**src/verilog/input_pkg.sv**
```systemverilog
// Control path package with PS/2 key word, joystick and port byte types plus key codes
package input_pkg;

	// ======================================================================
	// Types
	// ======================================================================

	// Toggle, pressed, extended, scan code
	typedef logic [10:0] ps2_key_t;
	typedef logic [7:0]  scan_code_t;
	typedef logic [7:0]  joy_t;        // Host joystick byte
	typedef logic [7:0]  port_byte_t;  // Active-high player port

	// Field positions in the key word
	localparam int key_toggle_bit  = 10;
	localparam int key_pressed_bit = 9;

	// Joystick bit positions, bits 5 to 7 unused
	localparam int joy_right = 0;
	localparam int joy_left  = 1;
	localparam int joy_down  = 2;
	localparam int joy_up    = 3;
	localparam int joy_fire  = 4;

	// ======================================================================
	// Scan codes, set 2
	// ======================================================================

	localparam scan_code_t key_up          = 8'h75;
	localparam scan_code_t key_down        = 8'h72;
	localparam scan_code_t key_left        = 8'h6b;
	localparam scan_code_t key_right       = 8'h74;
	localparam scan_code_t key_coin        = 8'h76;  // Escape
	localparam scan_code_t key_one_player  = 8'h05;  // F1
	localparam scan_code_t key_two_players = 8'h06;  // F2
	localparam scan_code_t key_fire        = 8'h29;  // Space

endpackage

```
**src/verilog/audio_pkg.sv**
```systemverilog
// Sound path package with channel and mix sample widths
package audio_pkg;

	// Raw sample from one sound channel of the game core
	typedef logic [7:0] sound_t;

	// Weighted sum a + 4*b, largest value 1275
	typedef logic [10:0] mix_t;

	// Default accumulator width of the one-bit DAC
	localparam int dac_width = 16;

endpackage

```
**src/verilog/button_if.sv**
```systemverilog
// Button bus carrying the held keyboard levels from the key decoder to the mapper
interface button_if;

	// Directions
	logic up;
	logic down;
	logic left;
	logic right;

	// Action and cabinet buttons
	logic fire;
	logic coin;
	logic one_player;
	logic two_players;

	modport source (
		output up, down, left, right,
		output fire, coin, one_player, two_players
	);

	modport sink (
		input up, down, left, right,
		input fire, coin, one_player, two_players
	);

endinterface

```
**src/verilog/key_decoder.sv**
```systemverilog
// Keyboard decoder turning PS/2 key events into held button levels
module key_decoder
	import input_pkg::*;
(
	input  logic     clk_24,
	input  logic     rst,
	input  ps2_key_t key,
	button_if.source btn
);

	logic       toggle_q;   // Toggle bit seen last cycle
	logic       key_event;
	logic       pressed;
	scan_code_t code;
	logic [7:0] levels;     // All buttons, for checking only

	assign pressed   = key[key_pressed_bit];
	assign code      = key[7:0];  // Extended flag not needed by the core
	assign key_event = key[key_toggle_bit] != toggle_q;

	// ======================================================================
	// Event detection
	// ======================================================================

	always_ff @(posedge clk_24) begin
		if (rst) begin
			toggle_q <= 1'b0;
		end else begin
			toggle_q <= key[key_toggle_bit];
		end
	end

	// ======================================================================
	// Held levels
	// ======================================================================

	always_ff @(posedge clk_24) begin
		if (rst) begin
			btn.up          <= 1'b0;
			btn.down        <= 1'b0;
			btn.left        <= 1'b0;
			btn.right       <= 1'b0;
			btn.fire        <= 1'b0;
			btn.coin        <= 1'b0;
			btn.one_player  <= 1'b0;
			btn.two_players <= 1'b0;
		end else if (key_event) begin
			case (code)
				key_up:          btn.up          <= pressed;
				key_down:        btn.down        <= pressed;
				key_left:        btn.left        <= pressed;
				key_right:       btn.right       <= pressed;
				key_fire:        btn.fire        <= pressed;
				key_coin:        btn.coin        <= pressed;
				key_one_player:  btn.one_player  <= pressed;
				key_two_players: btn.two_players <= pressed;
				default: ;  // Other keys ignored
			endcase
		end
	end

	assign levels = {btn.up, btn.down, btn.left, btn.right,
		btn.fire, btn.coin, btn.one_player, btn.two_players};

	// A level only moves on the edge that sees a toggle change
	a_no_change_without_event: assert property (
		@(posedge clk_24) disable iff (rst)
		!key_event |=> $stable(levels)
	);

endmodule

```
**src/verilog/joy_capture.sv**
```systemverilog
// Joystick capture synchronizing both host bytes and merging the two players
module joy_capture
	import input_pkg::*;
(
	input  logic clk_24,
	input  logic rst,
	input  joy_t joystick_0,
	input  joy_t joystick_1,
	output joy_t joy
);

	joy_t joy0_s1;  // First synchronizer stage
	joy_t joy1_s1;

	// Stage one, straight from the I/O controller
	always_ff @(posedge clk_24) begin
		if (rst) begin
			joy0_s1 <= '0;
			joy1_s1 <= '0;
		end else begin
			joy0_s1 <= joystick_0;
			joy1_s1 <= joystick_1;
		end
	end

	// Stage two
	// Either player moves the same controls
	always_ff @(posedge clk_24) begin
		if (rst) begin
			joy <= '0;
		end else begin
			joy <= joy0_s1 | joy1_s1;
		end
	end

endmodule

```
**src/verilog/control_mapper.sv**
```systemverilog
// Control mapper merging keyboard and joystick, rotating and forming the port bytes
module control_mapper
	import input_pkg::*;
(
	input  logic       clk_24,
	input  logic       rst,
	button_if.sink     btn,
	input  joy_t       joy,
	input  logic       rotate,
	output port_byte_t p1_port,
	output port_byte_t p2_port
);

	logic m_up;
	logic m_down;
	logic m_left;
	logic m_right;
	logic m_fire;

	// ======================================================================
	// Merge and rotation
	// ======================================================================

	always_comb begin
		if (rotate) begin
			// Cabinet turned by 90 degrees
			m_up    = btn.left  | joy[joy_left];
			m_down  = btn.right | joy[joy_right];
			m_left  = btn.down  | joy[joy_down];
			m_right = btn.up    | joy[joy_up];
		end else begin
			m_up    = btn.up    | joy[joy_up];
			m_down  = btn.down  | joy[joy_down];
			m_left  = btn.left  | joy[joy_left];
			m_right = btn.right | joy[joy_right];
		end
	end

	assign m_fire = btn.fire | joy[joy_fire];  // Not affected by rotation

	// ======================================================================
	// Port registers
	// ======================================================================

	always_ff @(posedge clk_24) begin
		if (rst) begin
			p1_port <= '0;
			p2_port <= '0;
		end else begin
			p1_port <= {btn.coin, 1'b0, m_left, m_right, m_fire, m_down, 1'b0, m_up};
			p2_port <= {6'b0, btn.two_players, btn.one_player};  // Start buttons only
		end
	end

endmodule

```
**src/verilog/audio_dac.sv**
```systemverilog
// Sound mixer and first-order sigma-delta one-bit DAC
module audio_dac
	import audio_pkg::*;
#(
	parameter int dac_width = audio_pkg::dac_width
) (
	input  logic   clk_24,
	input  logic   rst,
	input  sound_t sound_a,
	input  sound_t sound_b,
	output logic   audio_out
);

	// Left alignment of the mix in the DAC word
	localparam int align_shift = dac_width - $bits(mix_t);

	mix_t                 mix;
	logic [dac_width-1:0] dac_in;
	logic [dac_width:0]   acc;     // Top bit is the carry out

	// ======================================================================
	// Mixer
	// ======================================================================

	// Channel b is weighted by four
	assign mix = mix_t'(sound_a) + (mix_t'(sound_b) << 2);

	assign dac_in = dac_width'(mix) << align_shift;

	// ======================================================================
	// Modulator
	// ======================================================================

	// Carry density tracks dac_in / 2**dac_width
	always_ff @(posedge clk_24) begin
		if (rst) begin
			acc <= '0;
		end else begin
			acc <= {1'b0, acc[dac_width-1:0]} + {1'b0, dac_in};
		end
	end

	assign audio_out = acc[dac_width];

	// Below half scale two carries never follow each other
	a_carry_spacing: assert property (
		@(posedge clk_24) disable iff (rst)
		audio_out && !dac_in[dac_width-1] && !$past(dac_in[dac_width-1]) |=> !audio_out
	);

endmodule

```
**src/verilog/cabinet_io.sv**
```systemverilog
// Cabinet I/O top level with keyboard and joystick control paths and the sound DAC
module cabinet_io
	import input_pkg::*;
	import audio_pkg::*;
#(
	parameter int dac_width = audio_pkg::dac_width
) (
	input  logic       clk_24,
	input  logic       rst,
	input  ps2_key_t   ps2_key,     // From the host I/O controller
	input  joy_t       joystick_0,
	input  joy_t       joystick_1,
	input  logic       rotate,      // OSD option
	input  sound_t     sound_a,
	input  sound_t     sound_b,
	output port_byte_t p1_port,
	output port_byte_t p2_port,
	output logic       audio_out
);

	joy_t joy;  // Both players merged

	button_if btn_bus ();

	// ======================================================================
	// Control path
	// ======================================================================

	key_decoder u_key_decoder (
		.clk_24 (clk_24),
		.rst    (rst),
		.key    (ps2_key),
		.btn    (btn_bus.source)
	);

	joy_capture u_joy_capture (
		.clk_24     (clk_24),
		.rst        (rst),
		.joystick_0 (joystick_0),
		.joystick_1 (joystick_1),
		.joy        (joy)
	);

	control_mapper u_control_mapper (
		.clk_24  (clk_24),
		.rst     (rst),
		.btn     (btn_bus.sink),
		.joy     (joy),
		.rotate  (rotate),
		.p1_port (p1_port),
		.p2_port (p2_port)
	);

	// ======================================================================
	// Sound path
	// ======================================================================

	// Same stream feeds both speaker channels on the board
	audio_dac #(
		.dac_width (dac_width)
	) u_audio_dac (
		.clk_24    (clk_24),
		.rst       (rst),
		.sound_a   (sound_a),
		.sound_b   (sound_b),
		.audio_out (audio_out)
	);

endmodule

```
**config.mk**
```make
export PLATFORM = sky130hd
export DESIGN_NAME = cabinet_io
export DESIGN_NICKNAME = d
export VERILOG_FILES = /design/src/verilog/input_pkg.sv /design/src/verilog/audio_pkg.sv /design/src/verilog/button_if.sv /design/src/verilog/key_decoder.sv /design/src/verilog/joy_capture.sv /design/src/verilog/control_mapper.sv /design/src/verilog/audio_dac.sv /design/src/verilog/cabinet_io.sv
export SDC_FILE = /design/constraint.sdc
export NUM_CORES = 1
export LEC_CHECK = 0
export ABC_CLOCK_PERIOD_IN_PS = 6400
export BUFFER_PORTS_ARGS = -buffer_cell sky130_fd_sc_hd__buf_4
export CAP_MARGIN = 20
export CORE_MARGIN = 2
export CORE_UTILIZATION = 56
export CTS_CLUSTER_DIAMETER = 60
export CTS_CLUSTER_SIZE = 40
export DETAILED_ROUTE_END_ITERATION = 12
export PLACE_DENSITY = 0.91
export RECOVER_POWER = 50
export SYNTH_ARGS = -nofsm -noshare
export SYNTH_HDL_FRONTEND = slang
export SYNTH_SLANG_ARGS = --single-unit
```
**constraint.sdc**
```tcl
create_clock -name clk_24 -period 6.4 [get_ports clk_24]
set_input_delay 0.96 -clock clk_24 [delete_from_list [all_inputs] [get_ports clk_24]]
set_output_delay 0.96 -clock clk_24 [all_outputs]
set_load 0.1 [all_outputs]
```
Yosys cells after proc, flatten, opt, wreduce, memory -nomap -nowiden
Cells that the tools add are included.

operators by class
  add/sub/neg operators = 2
  eq/ne operators = 9
  reduce and logical (&&, ||, !) cells = 8
  bitwise gates (word level) = 6
  muxes and demuxes = 4

operators with widths
  cell                                                             number
  8-bit by 7-bit == test with 1-bit output, second input constant  5
  16-bit by 16-bit adder with 17-bit output                        1
  8-bit by 3-bit == test with 1-bit output, second input constant  2
  2-bit AND reduction                                              8
  8-bit by 10-bit adder with 11-bit output                         1
  8-bit by 6-bit == test with 1-bit output, second input constant  1
  1-bit bitwise OR                                                 5
  5-bit bitwise OR                                                 1
  1-bit two-way mux                                                4
  1-bit inequality test                                            1

word-level totals
  word-level logic and storage cells = 46
  bits of input ports = 46
  flip-flop bits (word level) = 57
  output and inout bits = 17

Depth between registers and ports, before layout
  depth after elaboration = 2
  depth in mapped cells = 15
  depth with buffers taken out = 14

Hierarchy
From an unflattened synthesis, not the netlist that was laid out.

second synthesis, totals
  cell total of the unflattened synthesis = 263
  area total of the unflattened synthesis = 2615.0 µm²

by module, submodules not included
  module          seq. area each (µm²)  cells each  area an instance (µm²)  instances
  audio_dac       240.2                 136         1138.6                  1
  joy_capture     480.5                 50          676.9                   1
  key_decoder     180.2                 45          491.7                   1
  control_mapper  160.2                 32          307.8                   1

Worst setup path after synthesis
Ideal clock, no wire load.

  path kind = input to register
  start = in sound_a[2]
  end = reg u_audio_dac.acc[14]
  stages on the path = 13
  data required time = 6.277 ns
  setup slack = 2.983 ns
  library setup time = 0.123 ns
  arrival time = 3.293 ns
  buffers on the path = 1
  cell sequence = ha_1 -> inv_1 -> fa_1 -> nor2b_1 -> o21ai_0 -> a21boi_1 -> nor2_1 -> ha_1 -> clkbuf_1 -> o211ai_1 -> nor2_1 -> a211oi_2 -> mux2_1

between the ends
  word-level cells in the longest chain between the ends = 2

ends and longest elaborated chain
  item                                       line              source
  from (decl)                                cabinet_io.sv:14  input sound_t sound_a,
  8-bit by 10-bit adder with 11-bit output   audio_dac.sv:26   assign mix = mix_t'(sound_a) + (mix_t'(sound_b) << 2);
  16-bit by 16-bit adder with 17-bit output  audio_dac.sv:39   acc <= {1'b0, acc[dac_width-1:0]} + {1'b0, dac_in};
  to (signal assigned)                       audio_dac.sv:39
  to (decl)                                  audio_dac.sv:19   logic [dac_width:0] acc;

Every way passes these cells.
A chain may end at the register's enable or synchronous reset.

Worst setup path after layout
  start = in sound_a[2]
  end = reg u_audio_dac.acc[15]

The elaborated chain is that of the path after synthesis.

==> impl_metrics.py <==
metrics = {
    "timing": {
        "fin_crit_ns": 3.47,
        "tightest_slew_ns": 1.92,
        "setup_viol": 0,
        "timing.slew.headroom": -0.278,
        "slew_viol_final": 48,
        "fmax_ghz": 0.288,
        "worst_slack_ns": 2.93,
        "fin_setup_tns_ns": 0,
        "period_share": 0.542,
        "hold_violations": 0,
        "rsz0062_at_grt": "false",
        "clock_skew_ns": 0.00623,
    },
    "cells_and_area": {
        "fin_util": 0.681,
        "drive_gt1_frac": 0.179,
        "register_area_sq_um": 881,
        "final.fill_count": 345,
        "syn2layout_area_growth_pct": 16.6,
        "stdcell_count": 357,
        "layout_common_cells": "nor2_1 (46), buf_4 (46), dfxtp_1 (44)",
        "multi_input_area_sq_um": 1340,
        "nNetsFinal": 373,
        "stdcell_area_sq_um": 2750,
        "diodes": 0,
    },
    "setup_path": {
        "slowest_delay_ns": 0.40,
        "r2r_setup_slack_ns": 4.42,
        "r2r_end": "u_audio_dac.acc[15]",
        "cp.arrival_ns": 3.64,
        "worstSetupEndpointType": "flip-flop",
        "cp-start-kind": "input pin",
        "required_ns": 6.57,
        "cp_slowest_cell": "fa_1",
        "r2r_cells": 8,
        "crit_type": "input pin to flip-flop",
        "reg2reg_from": "u_audio_dac.acc[5]",
        "crit_chain": "buf_4 > ha_1 > inv_1 > fa_1 > nor2b_1 > o21ai_0 > a21boi_1 > mux2i_1 > nand2_1 > ha_1 > and3_1 > nand3_1 > o21ai_1 > mux2_1",
        "crit_path_max_fanout": 4,
        "cp_common_cell": "ha_1",
    },
    "clock_network": {
        "cts_buffers": 5,
        "htreeDepth": 2,
        "cts_setup_buffers": 0,
        "clk_pin_slew_ns": 0.08,
        "cts.hold.buffers_added": 0,
        "cts_tree": "done",
        "cts-resized-gates": 0,
        "clkSinkCount": 44,
        "max-clock-path-buffers": 2,
        "clkLatencyLatePin_ns": 0.29,
        "root_buffer": "clkbuf_8",
    },
    "floorplan": {
        "core_sq_um": 4030,
        "std_cell_rows": 23,
        "die_y_microns": 68.8,
        "fp.dieArea_sq_um": 4740,
        "pin_count": 63,
        "dieWidth_microns": 68.8,
        "initial_core_util": 0.584,
    },
    "place": {
        "port_buffers": 47,
        "placed_area_sq_um": 2670,
        "place_ws_ns": 2.63,
        "gp_congestion": 0.866,
        "dp.cells": 350,
        "hpwl_microns": 3250,
    },
    "run_status": {
        "outcome": "complete, but fails checks",
        "violations": "max-capacitance violations, max-slew violations",
    },
    "global_routing": {
        "grt_pass1_vias": 1622,
        "grt_usage": 0.192,
        "grt_pass1_wl_microns": 6760,
        "antenna_found_initial": 0,
        "grt_max_degree": 48,
        "overflow": 0,
    },
    "yosys": {
        "syn_inst": 264,
        "synthFlopType": "dfxtp_1",
        "synth-seq-area-share": 0.374,
        "ys_async_sr_fraction": 0,
        "syn-cell-area_sq_um": 2350,
        "yosysWarnings": 0,
        "ys_types": 47,
        "ys_ff_latch": 44,
        "synth_edf_count": 0,
        "syn_avg_cell_area_sq_um": 8.91,
    },
    "routing": {
        "viasPerCell": 5.28,
        "drcViolationCount": 0,
        "wl_microns": 4250,
        "antenna_left": 0,
        "wire_per_inst_microns": 11.9,
        "vias": 1884,
        "drtIter0Drc": 87,
        "drtPass1Iterations": 4,
    },
    "min_path": {
        "hold_end": "u_joy_capture.joy[3]",
        "hold_depth": 2,
        "hold_path.class": "flip-flop to flip-flop",
        "min-delay-start": "u_joy_capture.joy0_s1[3]",
    },
    "power_and_ir_drop": {
        "powerDensity_nw_per_um2": 299,
        "p_leak_nw": 1.23,
        "ir_drop_uv": 193,
    },
    "job": {
        "cap_violations": 1,
    },
}
==> stage by stage <==
| step | total power, W | hold slack, ns |
|---|---|---|
| floorplan | 0.000602 | 0.411 |
| global placement | 0.000655 | 0.415 |
| detailed placement | 0.000669 | 0.431 |
| CTS | 0.000828 | 0.449 |
| global route | 0.000884 | 0.472 |
| finish | 0.000822 | 0.443 |
==> worst max path at each step <==
stage	start	end	slack, ns	depth (start not counted)
after global placement	sound_a[2]	u_audio_dac.acc[15]	2.70	14
after detailed placement	sound_a[2]	u_audio_dac.acc[15]	2.63	14
final	sound_a[2]	u_audio_dac.acc[15]	2.93	14
after floorplan	sound_a[2]	u_audio_dac.acc[14]	2.98	13
after global routing	sound_a[2]	u_audio_dac.acc[15]	2.75	14
after CTS	sound_a[2]	u_audio_dac.acc[15]	2.93	14
==> routing by layer <==
metal  GRT usage  share of wire  up-vias
met5           0              0        -
met4      0.0662         0.0078        0
met3      0.0455          0.042        4
met2       0.340           0.51       37
met1       0.225           0.44      867
li1            -              -      976
==> flip-flops by register name (all words and copies together) (netlist names), 2 cells and up <==
| register | count |
|---|---|
| u_audio_dac.acc | 12 |
| u_control_mapper.p1_port | 6 |
| u_joy_capture.joy0_s1 | 5 |
| u_joy_capture.joy1_s1 | 5 |
| u_joy_capture.joy | 5 |
| u_control_mapper.p2_port | 2 |
==> synthesized netlist by cell type, drive strengths merged, types with 2 or more instances <==
master / n / area (sq um)
nor2: 46 / 173
dfxtp: 44 / 881
nor2b: 26 / 163
ha: 18 / 225
nor3: 12 / 60.1
buf: 11 / 97.6
inv: 10 / 37.5
nand2: 9 / 33.8
a211oi: 8 / 65.1
a21oi: 7 / 35.0
clkbuf: 7 / 26.3
mux2i: 7 / 70.1
o21ai: 7 / 35.0
o21a: 5 / 37.5
xnor2: 5 / 43.8
a21o: 3 / 22.5
mux2: 3 / 33.8
nand3: 3 / 15.0
xor2: 3 / 26.3
a31oi: 2 / 12.5
fa: 2 / 40.0
nand2b: 2 / 12.5
nand4b: 2 / 17.5
o211ai: 2 / 15.0
o32ai: 2 / 17.5
==> worst max-delay path, delay by kind of cell <==
| family | cells | cell delay (ns) |
|---|---|---|
| buf+inv | 2 | 0.13 |
| mux | 2 | 0.55 |
| simple gates | 4 | 0.51 |
| fa+ha+maj | 3 | 0.91 |
| compound gates | 3 | 0.56 |
==> layout make-up <==
| cell class | instances | area share |
|---|---|---|
| clock buffer | 6 | 0.0264 |
| sequential | 44 | 0.321 |
| multi-input combinational | 199 | 0.487 |
| tap | 50 | 0.0228 |
| clock inverter | 1 | 0.00182 |
| inverter | 10 | 0.0137 |
| timing repair buffer | 47 | 0.127 |
==> where the power goes <==
group | internal, W | total (W) | switching, W
Clock | 0.0000741 | 0.000158 | 0.0000835
Sequential | 0.000308 | 0.000321 | 0.0000130
Combinational | 0.000147 | 0.000343 | 0.000196
Total | 0.000530 | 0.000822 | 0.000292
==> logic make-up (layout without fill, tap and decap cells) <==
family | count (synthesis) | in the layout | synth area share
simple gates | 110 | 110 | 0.241
flops | 44 | 44 | 0.374
compound gates | 43 | 43 | 0.128
buf+inv | 28 | 64 | 0.0686
fa+ha+maj | 20 | 20 | 0.113
mux | 10 | 10 | 0.0441
xor+xnor | 8 | 8 | 0.0298
other cells | 1 | 8 | 0.00159
(Power assumes the default switching activity.)
